File: config.mk
export PLATFORM = sky130hd
export DESIGN_NAME = lstm_cell_top
export DESIGN_NICKNAME = d
export VERILOG_FILES = /design/src/lstm_pkg.sv /design/src/lstm_cell_top.sv /design/src/lstm_csr.sv /design/src/lstm_cell_update.sv /design/src/act_sigmoid.sv /design/src/act_tanh.sv
export SDC_FILE = /design/constraint.sdc
export NUM_CORES = 2
export LEC_CHECK = 0
export ABC_CLOCK_PERIOD_IN_PS = 18900
export BUFFER_PORTS_ARGS = -buffer_cell sky130_fd_sc_hd__buf_2
export CORE_MARGIN = 2
export CORE_UTILIZATION = 60
export CTS_CLUSTER_SIZE = 8
export DETAILED_ROUTE_END_ITERATION = 8
export PLACE_DENSITY = 0.77
export SLEW_MARGIN = 25
export SYNTH_ARGS = -nofsm -noshare
export SYNTH_HDL_FRONTEND = slang
export SYNTH_SLANG_ARGS = --single-unit
File: constraint.sdc
create_clock -name clk -period 18.9 [get_ports clk]
set_input_delay 3.78 -clock clk [delete_from_list [all_inputs] [get_ports clk]]
set_output_delay 3.78 -clock clk [all_outputs]
set_load 0.03 [all_outputs]
File: src/lstm_pkg.sv
package lstm_pkg;

  // fixed-point format, Q4.12
  localparam int DATA_WIDTH = 16;
  localparam int FRAC_BITS  = 12;

  localparam logic [DATA_WIDTH-1:0] FX_ONE  = 16'h1000;  // 1.0
  localparam logic [DATA_WIDTH-1:0] FX_HALF = 16'h0800;  // 0.5

  // AXI4-Lite register bus
  localparam int AXI_ADDR_WIDTH = 4;
  localparam int AXI_DATA_WIDTH = 32;

  localparam logic [AXI_ADDR_WIDTH-1:0] REG_CTRL       = 4'h0;  // bit0 enable, bit1 clear
  localparam logic [AXI_ADDR_WIDTH-1:0] REG_STATUS     = 4'h4;  // finished element count
  localparam logic [AXI_ADDR_WIDTH-1:0] REG_STATE_SEL  = 4'h8;  // neuron index for readback
  localparam logic [AXI_ADDR_WIDTH-1:0] REG_STATE_DATA = 4'hC;  // selected cell state, read only

  localparam int DEFAULT_ARRAY_DEPTH = 64;  // hidden neurons

endpackage
File: src/lstm_cell_top.sv
`timescale 1ns/1ps

module lstm_cell_top
#(
  parameter int ARRAY_DEPTH = lstm_pkg::DEFAULT_ARRAY_DEPTH
)
(
  input  logic                                  clk,
  input  logic                                  arst_n,
  input  logic [lstm_pkg::AXI_ADDR_WIDTH-1:0]   s_axil_awaddr,
  input  logic                                  s_axil_awvalid,
  output logic                                  s_axil_awready,
  input  logic [lstm_pkg::AXI_DATA_WIDTH-1:0]   s_axil_wdata,
  input  logic [lstm_pkg::AXI_DATA_WIDTH/8-1:0] s_axil_wstrb,
  input  logic                                  s_axil_wvalid,
  output logic                                  s_axil_wready,
  output logic [1:0]                            s_axil_bresp,
  output logic                                  s_axil_bvalid,
  input  logic                                  s_axil_bready,
  input  logic [lstm_pkg::AXI_ADDR_WIDTH-1:0]   s_axil_araddr,
  input  logic                                  s_axil_arvalid,
  output logic                                  s_axil_arready,
  output logic [lstm_pkg::AXI_DATA_WIDTH-1:0]   s_axil_rdata,
  output logic [1:0]                            s_axil_rresp,
  output logic                                  s_axil_rvalid,
  input  logic                                  s_axil_rready,
  input  logic                                  in_valid,
  output logic                                  in_ready,
  input  logic [$clog2(ARRAY_DEPTH)-1:0]        in_idx,
  input  logic [lstm_pkg::DATA_WIDTH-1:0]       in_gate_i,
  input  logic [lstm_pkg::DATA_WIDTH-1:0]       in_gate_f,
  input  logic [lstm_pkg::DATA_WIDTH-1:0]       in_gate_g,
  input  logic [lstm_pkg::DATA_WIDTH-1:0]       in_gate_o,
  output logic                                  out_valid,
  input  logic                                  out_ready,
  output logic [$clog2(ARRAY_DEPTH)-1:0]        out_idx,
  output logic [lstm_pkg::DATA_WIDTH-1:0]       out_h,
  output logic [lstm_pkg::DATA_WIDTH-1:0]       out_c
);

  localparam int IDX_W = $clog2(ARRAY_DEPTH);

  logic                            enable;
  logic                            clear_state;
  logic [IDX_W-1:0]                state_sel;
  logic [lstm_pkg::DATA_WIDTH-1:0] state_rdata;
  logic                            elem_done;

  lstm_csr #(.ARRAY_DEPTH(ARRAY_DEPTH)) u_csr
  (
    .clk            (clk),
    .arst_n         (arst_n),
    .s_axil_awaddr  (s_axil_awaddr),
    .s_axil_awvalid (s_axil_awvalid),
    .s_axil_awready (s_axil_awready),
    .s_axil_wdata   (s_axil_wdata),
    .s_axil_wstrb   (s_axil_wstrb),
    .s_axil_wvalid  (s_axil_wvalid),
    .s_axil_wready  (s_axil_wready),
    .s_axil_bresp   (s_axil_bresp),
    .s_axil_bvalid  (s_axil_bvalid),
    .s_axil_bready  (s_axil_bready),
    .s_axil_araddr  (s_axil_araddr),
    .s_axil_arvalid (s_axil_arvalid),
    .s_axil_arready (s_axil_arready),
    .s_axil_rdata   (s_axil_rdata),
    .s_axil_rresp   (s_axil_rresp),
    .s_axil_rvalid  (s_axil_rvalid),
    .s_axil_rready  (s_axil_rready),
    .enable         (enable),
    .clear_state    (clear_state),
    .state_sel      (state_sel),
    .state_rdata    (state_rdata),
    .elem_done      (elem_done)
  );

  lstm_cell_update #(.ARRAY_DEPTH(ARRAY_DEPTH)) u_cell
  (
    .clk         (clk),
    .arst_n      (arst_n),
    .enable      (enable),
    .clear_state (clear_state),
    .in_valid    (in_valid),
    .in_ready    (in_ready),
    .in_idx      (in_idx),
    .in_gate_i   (in_gate_i),
    .in_gate_f   (in_gate_f),
    .in_gate_g   (in_gate_g),
    .in_gate_o   (in_gate_o),
    .out_valid   (out_valid),
    .out_ready   (out_ready),
    .out_idx     (out_idx),
    .out_h       (out_h),
    .out_c       (out_c),
    .state_sel   (state_sel),
    .state_rdata (state_rdata),
    .elem_done   (elem_done)
  );

endmodule

File: src/lstm_csr.sv
`timescale 1ns/1ps

module lstm_csr
#(
  parameter int ARRAY_DEPTH = lstm_pkg::DEFAULT_ARRAY_DEPTH
)
(
  input  logic                                  clk,
  input  logic                                  arst_n,
  input  logic [lstm_pkg::AXI_ADDR_WIDTH-1:0]   s_axil_awaddr,
  input  logic                                  s_axil_awvalid,
  output logic                                  s_axil_awready,
  input  logic [lstm_pkg::AXI_DATA_WIDTH-1:0]   s_axil_wdata,
  input  logic [lstm_pkg::AXI_DATA_WIDTH/8-1:0] s_axil_wstrb,
  input  logic                                  s_axil_wvalid,
  output logic                                  s_axil_wready,
  output logic [1:0]                            s_axil_bresp,
  output logic                                  s_axil_bvalid,
  input  logic                                  s_axil_bready,
  input  logic [lstm_pkg::AXI_ADDR_WIDTH-1:0]   s_axil_araddr,
  input  logic                                  s_axil_arvalid,
  output logic                                  s_axil_arready,
  output logic [lstm_pkg::AXI_DATA_WIDTH-1:0]   s_axil_rdata,
  output logic [1:0]                            s_axil_rresp,
  output logic                                  s_axil_rvalid,
  input  logic                                  s_axil_rready,
  output logic                                  enable,
  output logic                                  clear_state,
  output logic [$clog2(ARRAY_DEPTH)-1:0]        state_sel,
  input  logic [lstm_pkg::DATA_WIDTH-1:0]       state_rdata,
  input  logic                                  elem_done
);

  localparam int AW    = lstm_pkg::AXI_ADDR_WIDTH;
  localparam int DW    = lstm_pkg::AXI_DATA_WIDTH;
  localparam int SW    = lstm_pkg::DATA_WIDTH;
  localparam int IDX_W = $clog2(ARRAY_DEPTH);

  logic          wr_accept, rd_accept;
  logic          wr_fire, rd_fire;
  logic [AW-1:0] wr_addr, rd_addr;
  logic [DW-1:0] wr_mask;
  logic [DW-1:0] sel_merged;
  logic [DW-1:0] rd_word;
  logic [DW-1:0] elem_count;

  assign s_axil_awready = wr_accept;  // aw and w taken together
  assign s_axil_wready  = wr_accept;
  assign s_axil_arready = rd_accept;
  assign s_axil_bresp   = 2'b00;      // always OKAY
  assign s_axil_rresp   = 2'b00;

  assign wr_fire = wr_accept && s_axil_awvalid && s_axil_wvalid;
  assign rd_fire = rd_accept && s_axil_arvalid;
  assign wr_addr = {s_axil_awaddr[AW-1:2], 2'b00};  // word aligned
  assign rd_addr = {s_axil_araddr[AW-1:2], 2'b00};

  always_comb
  begin
    for (int b = 0; b < DW / 8; b++)
      wr_mask[8*b +: 8] = {8{s_axil_wstrb[b]}};
  end

  assign sel_merged = ({{(DW-IDX_W){1'b0}}, state_sel} & ~wr_mask) | (s_axil_wdata & wr_mask);

  always_ff @(posedge clk or negedge arst_n)
  begin
    if (!arst_n)
    begin
      wr_accept     <= 1'b0;
      s_axil_bvalid <= 1'b0;
      enable        <= 1'b0;
      clear_state   <= 1'b0;
      state_sel     <= '0;
    end
    else
    begin
      wr_accept   <= !wr_accept && !s_axil_bvalid && s_axil_awvalid && s_axil_wvalid;
      clear_state <= 1'b0;
      if (wr_fire)
        s_axil_bvalid <= 1'b1;
      else if (s_axil_bready)
        s_axil_bvalid <= 1'b0;
      if (wr_fire)
      begin
        case (wr_addr)
          lstm_pkg::REG_CTRL:
          begin
            if (s_axil_wstrb[0])
            begin
              enable      <= s_axil_wdata[0];
              clear_state <= s_axil_wdata[1];  // self-clearing pulse
            end
          end
          lstm_pkg::REG_STATE_SEL: state_sel <= sel_merged[IDX_W-1:0];
          default: ;  // status and state data are read only
        endcase
      end
    end
  end

  always_ff @(posedge clk or negedge arst_n)
  begin
    if (!arst_n)
      elem_count <= '0;
    else
      elem_count <= elem_count + {{(DW-1){1'b0}}, elem_done};
  end

  always_comb
  begin
    case (rd_addr)
      lstm_pkg::REG_CTRL:       rd_word = {{(DW-1){1'b0}}, enable};
      lstm_pkg::REG_STATUS:     rd_word = elem_count;
      lstm_pkg::REG_STATE_SEL:  rd_word = {{(DW-IDX_W){1'b0}}, state_sel};
      lstm_pkg::REG_STATE_DATA: rd_word = {{(DW-SW){state_rdata[SW-1]}}, state_rdata};
      default:                  rd_word = '0;
    endcase
  end

  always_ff @(posedge clk or negedge arst_n)
  begin
    if (!arst_n)
    begin
      rd_accept     <= 1'b0;
      s_axil_rvalid <= 1'b0;
    end
    else
    begin
      rd_accept <= !rd_accept && !s_axil_rvalid && s_axil_arvalid;
      if (rd_fire)
        s_axil_rvalid <= 1'b1;
      else if (s_axil_rready)
        s_axil_rvalid <= 1'b0;
    end
  end

  always_ff @(posedge clk)
  begin
    if (rd_fire)
      s_axil_rdata <= rd_word;  // captured at the address handshake
  end

  a_bresp_pending: assert property (@(posedge clk) disable iff (!arst_n)
    (s_axil_bvalid && !s_axil_bready) |=> (s_axil_bvalid && !s_axil_awready));

  a_rresp_pending: assert property (@(posedge clk) disable iff (!arst_n)
    (s_axil_rvalid && !s_axil_rready) |=> (s_axil_rvalid && !s_axil_arready
                                           && $stable(s_axil_rdata)));

endmodule

File: src/lstm_cell_update.sv
`timescale 1ns/1ps

module lstm_cell_update
#(
  parameter int ARRAY_DEPTH = lstm_pkg::DEFAULT_ARRAY_DEPTH
)
(
  input  logic                               clk,
  input  logic                               arst_n,
  input  logic                               enable,
  input  logic                               clear_state,
  input  logic                               in_valid,
  output logic                               in_ready,
  input  logic [$clog2(ARRAY_DEPTH)-1:0]     in_idx,
  input  logic [lstm_pkg::DATA_WIDTH-1:0]    in_gate_i,
  input  logic [lstm_pkg::DATA_WIDTH-1:0]    in_gate_f,
  input  logic [lstm_pkg::DATA_WIDTH-1:0]    in_gate_g,
  input  logic [lstm_pkg::DATA_WIDTH-1:0]    in_gate_o,
  output logic                               out_valid,
  input  logic                               out_ready,
  output logic [$clog2(ARRAY_DEPTH)-1:0]     out_idx,
  output logic [lstm_pkg::DATA_WIDTH-1:0]    out_h,
  output logic [lstm_pkg::DATA_WIDTH-1:0]    out_c,
  input  logic [$clog2(ARRAY_DEPTH)-1:0]     state_sel,
  output logic [lstm_pkg::DATA_WIDTH-1:0]    state_rdata,
  output logic                               elem_done
);

  localparam int DW    = lstm_pkg::DATA_WIDTH;
  localparam int FB    = lstm_pkg::FRAC_BITS;
  localparam int IDX_W = $clog2(ARRAY_DEPTH);
  localparam int C_MAX = 2 ** (DW - 1) - 1;
  localparam int C_MIN = -(2 ** (DW - 1));

  logic              advance;
  logic              in_fire;
  logic [DW-1:0]     act_i, act_f, act_g, act_o;

  logic              s1_valid, s2_valid;
  logic [IDX_W-1:0]  s1_idx, s2_idx;
  logic signed [DW-1:0] s1_si, s1_sf, s1_tg, s1_so;
  logic signed [DW-1:0] s2_c, s2_so;

  logic signed [DW-1:0]   state_mem [ARRAY_DEPTH];
  logic signed [DW-1:0]   c_old;
  logic signed [2*DW-1:0] prod_f, prod_i;
  logic signed [2*DW:0]   c_sum;
  logic signed [DW-1:0]   c_new;

  logic [DW-1:0]          tanh_c;
  logic signed [2*DW-1:0] h_prod;
  logic signed [2*DW-1:0] h_shift;

  // single stall for the whole pipe
  assign advance   = !(out_valid && !out_ready);
  assign in_ready  = advance && enable;
  assign in_fire   = in_valid && in_ready;
  assign elem_done = out_valid && out_ready;

  // stage 1 activations
  act_sigmoid u_sig_i (.x(in_gate_i), .sig_out(act_i));
  act_sigmoid u_sig_f (.x(in_gate_f), .sig_out(act_f));
  act_tanh    u_tanh_g (.x(in_gate_g), .tanh_out(act_g));
  act_sigmoid u_sig_o (.x(in_gate_o), .sig_out(act_o));

  // stage 2, read-modify-write of the cell state in one cycle
  assign c_old  = state_mem[s1_idx];
  assign prod_f = s1_sf * c_old;
  assign prod_i = s1_si * s1_tg;
  assign c_sum  = (prod_f >>> FB) + (prod_i >>> FB);

  always_comb
  begin
    if (c_sum > C_MAX)
      c_new = 16'sh7fff;
    else if (c_sum < C_MIN)
      c_new = 16'sh8000;
    else
      c_new = c_sum[DW-1:0];
  end

  // stage 3 hidden output
  act_tanh u_tanh_c (.x(s2_c), .tanh_out(tanh_c));

  assign h_prod  = s2_so * $signed(tanh_c);
  assign h_shift = h_prod >>> FB;

  always_ff @(posedge clk or negedge arst_n)
  begin
    if (!arst_n)
    begin
      for (int n = 0; n < ARRAY_DEPTH; n++)
        state_mem[n] <= '0;
    end
    else if (clear_state)
    begin
      for (int n = 0; n < ARRAY_DEPTH; n++)
        state_mem[n] <= '0;  // clear wins over a stage 2 write
    end
    else if (advance && s1_valid)
      state_mem[s1_idx] <= c_new;
  end

  assign state_rdata = state_mem[state_sel];

  always_ff @(posedge clk or negedge arst_n)
  begin
    if (!arst_n)
    begin
      s1_valid  <= 1'b0;
      s2_valid  <= 1'b0;
      out_valid <= 1'b0;
    end
    else if (advance)
    begin
      s1_valid  <= in_fire;
      s2_valid  <= s1_valid;
      out_valid <= s2_valid;
    end
  end

  always_ff @(posedge clk)
  begin
    if (advance)
    begin
      s1_idx  <= in_idx;
      s1_si   <= act_i;
      s1_sf   <= act_f;
      s1_tg   <= act_g;
      s1_so   <= act_o;
      s2_idx  <= s1_idx;
      s2_c    <= c_new;
      s2_so   <= s1_so;
      out_idx <= s2_idx;
      out_c   <= s2_c;
      out_h   <= h_shift[DW-1:0];
    end
  end

  a_idx_range: assert property (@(posedge clk) disable iff (!arst_n)
    in_valid |-> (in_idx < ARRAY_DEPTH));

  a_out_hold: assert property (@(posedge clk) disable iff (!arst_n)
    (out_valid && !out_ready) |=> (out_valid && $stable(out_h) && $stable(out_c)
                                   && $stable(out_idx)));

endmodule

File: src/act_sigmoid.sv
`timescale 1ns/1ps

module act_sigmoid
(
  input  logic [lstm_pkg::DATA_WIDTH-1:0] x,
  output logic [lstm_pkg::DATA_WIDTH-1:0] sig_out
);

  localparam int DW = lstm_pkg::DATA_WIDTH;

  logic signed [DW-1:0] x_half;
  logic signed [DW-1:0] tanh_half;
  logic signed [DW-1:0] tanh_scaled;

  // sigmoid(x) = 0.5 + 0.5 * tanh(x / 2)
  assign x_half = $signed(x) >>> 1;

  act_tanh u_tanh
  (
    .x        (x_half),
    .tanh_out (tanh_half)
  );

  assign tanh_scaled = tanh_half >>> 1;  // floor, keeps -1.0 -> 0 exact
  assign sig_out     = tanh_scaled + lstm_pkg::FX_HALF;

endmodule

File: src/act_tanh.sv
`timescale 1ns/1ps

module act_tanh
(
  input  logic [lstm_pkg::DATA_WIDTH-1:0] x,
  output logic [lstm_pkg::DATA_WIDTH-1:0] tanh_out
);

  localparam int DW = lstm_pkg::DATA_WIDTH;
  localparam int FB = lstm_pkg::FRAC_BITS;
  localparam int NUM_EDGES = 9;  // 0.1 steps inside one integer unit
  localparam int LAST_BIN = 21;
  localparam logic [DW-1:0] SAT_LIMIT = 16'h3000;  // 3.0

  logic [DW-1:0] mag;
  logic [DW-1:0] lut;
  logic [3:0]    frac_bin;
  logic [4:0]    address;
  int            bin_idx;

  // fraction thresholds for .1 .. .9
  function automatic logic [FB-1:0] step_edge(input int k);
    case (k)
      0:       step_edge = 12'h19a;
      1:       step_edge = 12'h333;
      2:       step_edge = 12'h4cd;
      3:       step_edge = 12'h666;
      4:       step_edge = 12'h800;
      5:       step_edge = 12'h99a;
      6:       step_edge = 12'hb33;
      7:       step_edge = 12'hccd;
      default: step_edge = 12'he66;
    endcase
  endfunction

  assign mag = x[DW-1] ? (~x + 16'd1) : x;  // 0x8000 stays 0x8000, lands in saturation

  always_comb
  begin
    frac_bin = '0;
    for (int k = 0; k < NUM_EDGES; k++)
    begin
      if (mag[FB-1:0] >= step_edge(k))
        frac_bin = frac_bin + 4'd1;
    end
  end

  // bin 0 starts at 0.5, ten bins per unit, everything from 2.6 shares the last one
  always_comb
  begin
    bin_idx = 10 * int'(mag[FB+1:FB]) + int'(frac_bin) - 5;
    if (mag < lstm_pkg::FX_HALF)
      address = 5'd23;  // small input, tanh(x) ~ x
    else if (mag >= SAT_LIMIT)
      address = 5'd22;
    else if (bin_idx > LAST_BIN)
      address = 5'(LAST_BIN);
    else
      address = 5'(bin_idx);
  end

  always_comb
  begin
    case (address)
      5'd0:    lut = 16'h0802;  // 0.55
      5'd1:    lut = 16'h0925;
      5'd2:    lut = 16'h0a29;
      5'd3:    lut = 16'h0b0e;
      5'd4:    lut = 16'h0bd6;
      5'd5:    lut = 16'h0c82;  // 1.05
      5'd6:    lut = 16'h0d15;
      5'd7:    lut = 16'h0d92;
      5'd8:    lut = 16'h0dfc;
      5'd9:    lut = 16'h0e54;
      5'd10:   lut = 16'h0e9e;
      5'd11:   lut = 16'h0edc;
      5'd12:   lut = 16'h0f0f;
      5'd13:   lut = 16'h0f3a;
      5'd14:   lut = 16'h0f5d;
      5'd15:   lut = 16'h0f7a;  // 2.05
      5'd16:   lut = 16'h0f92;
      5'd17:   lut = 16'h0fa6;
      5'd18:   lut = 16'h0fb6;
      5'd19:   lut = 16'h0fc3;
      5'd20:   lut = 16'h0fce;
      5'd21:   lut = 16'h0feb;  // 3.0, covers 2.6 up to the limit
      5'd22:   lut = lstm_pkg::FX_ONE;
      5'd23:   lut = mag;
      default: lut = '0;
    endcase
  end

  assign tanh_out = x[DW-1] ? (~lut + 16'd1) : lut;  // odd function, restore sign

endmodule

==> flow_metrics.env <==
export IMPL_fp_dieW_um=410.8
export IMPL_place_ws_ns=0.9964
export IMPL_synth_top_area_cell="dfrtp_1"
export IMPL_setup_viol=0
export IMPL_final_nets=11410
export IMPL_hold_start="u_cell.s1_so[13]$_DFFE_PN_"
export IMPL_hold_depth=0
export IMPL_yosys_most_used_dff="dfrtp_1"
export IMPL_max_slew_margin_pct=19.90
export IMPL_cts_made_buffers=176
export IMPL_tightest_slew_ns=1.202
export IMPL_tns_ns=0
export IMPL_crit_fanout=12
export IMPL_dieArea_mm2=0.1688
export IMPL_cap_viol_max_count=0
export IMPL_violations="design-rule violations"
export IMPL_max_stage_delay_ns=0.57
export IMPL_grt_max_degree=195
export IMPL_fp_coreArea_mm2=0.1646
export IMPL_netlist_instances=10310
export IMPL_wl_met1_mm=112.9
export IMPL_reg2reg_depth=69
export IMPL_post_cts_resized=0
export IMPL_ys_top_cells_by_area="dfrtp_1 27%, fa_1 15%, mux4_2 7.9%, nand2_1 6.6%, o21ai_0 6.0%"
export IMPL_layout_drive_gt1_share_pct=10.90
export IMPL_vias_per_cell=6.805
export IMPL_ff_latch_area_mm2=0.03216
export IMPL_stdcell_area_mm2=0.1071
export IMPL_grt_pass1_vias=85630
export IMPL_drtIter0Drc=12000
export IMPL_worst_setup_path_type="reg -> reg"
export IMPL_period_needed_ns=17.85
export IMPL_ys_ff_latch=1249
export IMPL_path_clk_slew_ns=0.06
export IMPL_hpwl_mm=213.7
export IMPL_tritoncts="yes"
export IMPL_required_ns=19.43
export IMPL_ys_warnings_count=0
export IMPL_cp_start_kind="flip-flop"
export IMPL_insertion_delay_ns=0.87
export IMPL_drc=3
export IMPL_rsz0062_at_grt="no"
export IMPL_status="finished with violations"
export IMPL_drv_slew=0
export IMPL_top_layer_used="met5"
export IMPL_clockBufferDepth=3
export IMPL_wl_met2_mm=141.7
export IMPL_reg2reg_from="u_cell.s2_c[0]$_DFFE_PN_"
export IMPL_numPortBuffers=163
export IMPL_skew_ns=0.1007
export IMPL_netlist_area_leader_share_pct=26.99
export IMPL_wl_met3_mm=47.18
export IMPL_antenna_found_initial=12
export IMPL_finalWirelength_mm=322.1
export IMPL_netlist_area_mm2=0.09931
export IMPL_ant_nets=0
export IMPL_io_pin_count=204
export IMPL_via_count=84460
export IMPL_wl_per_cell_um=25.95
export IMPL_gr_usage_all_layers_pct=38.39
export IMPL_syn2layout_area_growth_pct=7.868
export IMPL_final_cells=12410
export IMPL_r2r_slack_ns=1.05
export IMPL_cts_htree_levels=4
export IMPL_cp_end_kind="flip-flop"
export IMPL_netlist_cell_type_count=116
export IMPL_ys_async_sr_fraction_pct=85.75
export IMPL_root_buffer="clkbuf_16"
export IMPL_arrival_ns=18.38
export IMPL_synth_edf_count=178
export IMPL_synth_seq_area_share_pct=32.37
export IMPL_place_inst=12170
export IMPL_grt_pass1_wl_mm=498.6
export IMPL_cp_slowest_cell="fa_1"
export IMPL_synthTopCellsByCount="1,758 x nand2_1, 1,200 x o21ai_0, 1,071 x dfrtp_1, 961 x inv_1, 756 x fa_1"
export IMPL_dr_pass1_iters=9
export IMPL_rows=149
export IMPL_die_h_um=410.8
export IMPL_ctsHoldBuffers=0
export IMPL_yosysMostFrequentCell="nand2_1"
export IMPL_finalCritPeriodShare_pct=94.44
export IMPL_post_cts_buffers=0
export IMPL_crit_path_frequent_cell="ha_1"
export IMPL_syn_area_per_cell_um2=9.631
export IMPL_multi_input_area_mm2=0.06107
export IMPL_initial_core_util_pct=60.33
export IMPL_gp_congestion=0.9880
export IMPL_grt_overflow_total=0
export IMPL_numClockSinks=1249
export IMPL_report_final_hold_viol_count=0
export IMPL_place_area_mm2=0.1020
export IMPL_fin_ws_ns=1.051
export IMPL_fill_cells=12680
export IMPL_hold_class="reg -> reg"
export IMPL_cp_startpoint="u_cell.s2_c[0]$_DFFE_PN_"
export IMPL_clock_fmax_mhz=56.02
sequential cells by signal, indices dropped and copies added (netlist names), 6 cells and up, named ones only:
| signal | cells |
|---|---|
| u_cell.out_c | 16 |
| u_cell.out_h | 16 |
| u_cell.out_idx | 6 |
| u_cell.s1_idx | 6 |
| u_cell.s1_sf | 16 |
| u_cell.s1_si | 16 |
| u_cell.s1_so | 16 |
| u_cell.s1_tg | 16 |
| u_cell.s2_c | 16 |
| u_cell.s2_idx | 6 |
| u_cell.s2_so | 16 |
| u_cell.state_mem | 1024 |
| u_csr.elem_count | 32 |
| u_csr.s_axil_rdata | 32 |
routing by layer:
| metal | global-route usage (%) | up-vias |
|---|---|---|
| li1 | - | 35130 |
| met1 | 48.74 | 41730 |
| met2 | 57.45 | 6185 |
| met3 | 14.54 | 1403 |
| met4 | 19.99 | 12 |
| met5 | 0 | - |
area by class of cell:
class | count | area share, %
multi-input combinational | 7402 | 57.01
sequential | 1249 | 30.02
clock buffer | 206 | 4.255
inverter | 967 | 3.390
tap | 2189 | 2.557
timing repair buffer | 371 | 2.376
clock inverter | 19 | 0.3726
antenna | 8 | 0.01869
worst max-delay path, delay by kind of cell (launching register included):
kind	cells	cell delay [ns]
flip-flops	1	0.35
AO/OA/AOI/OAI	14	3.09
AND/OR/NAND/NOR	16	3.38
adder cells (fa/ha/maj)	18	6.50
XOR/XNOR	4	1.37
buffers and inverters	12	1.56
multiplexers	5	1.30
path summary, 6_finish.rpt:
path	end
min in group asynchronous	u_cell.state_mem[626]$_DFFE_PN0P_
worst max register to register	u_cell.out_h[15]$_DFFE_PN_
worst max-delay path	u_cell.out_h[15]$_DFFE_PN_
worst min-delay path	u_cell.s2_so[13]$_DFFE_PN_
max in group asynchronous	u_csr.elem_count[13]$_DFF_PN0_
worst min register to register	u_cell.s2_so[13]$_DFFE_PN_
cells in the final DEF, fill, tap and decap left out, types with 195 or more instances in the layout:
cell / instances
a21oi_1: 277
a22oi_1: 317
and2_1: 269
buf_4: 195
dfrtp_1: 1066
fa_1: 756
ha_1: 362
inv_1: 961
mux4_2: 347
nand2_1: 1758
nor2_1: 249
o21ai_0: 1200
xnor2_1: 242
through the flow:
step	hold slack, ns	util [%]
floorplan	0.4003	-
global placement	0.4005	61.93
detailed placement	0.4045	61.95
CTS	0.3539	64.96
global route	0.3764	65.06
finish	0.3484	65.07
logic make-up after synthesis:
group           Yosys count  share of synthesized area [%]
simple gates           2969                          13.61
compound gates         2500                          15.63
buf+inv                1663                          6.354
flops                  1249                          32.37
fa+ha+maj              1119                          19.81
mux                     436                          8.823
xor+xnor                374                          3.393
other cells               1                       0.003776
Power is left out: the tool's default activity adds up to more than one toggle a clock period on the data nets, which glitch-free logic cannot reach.
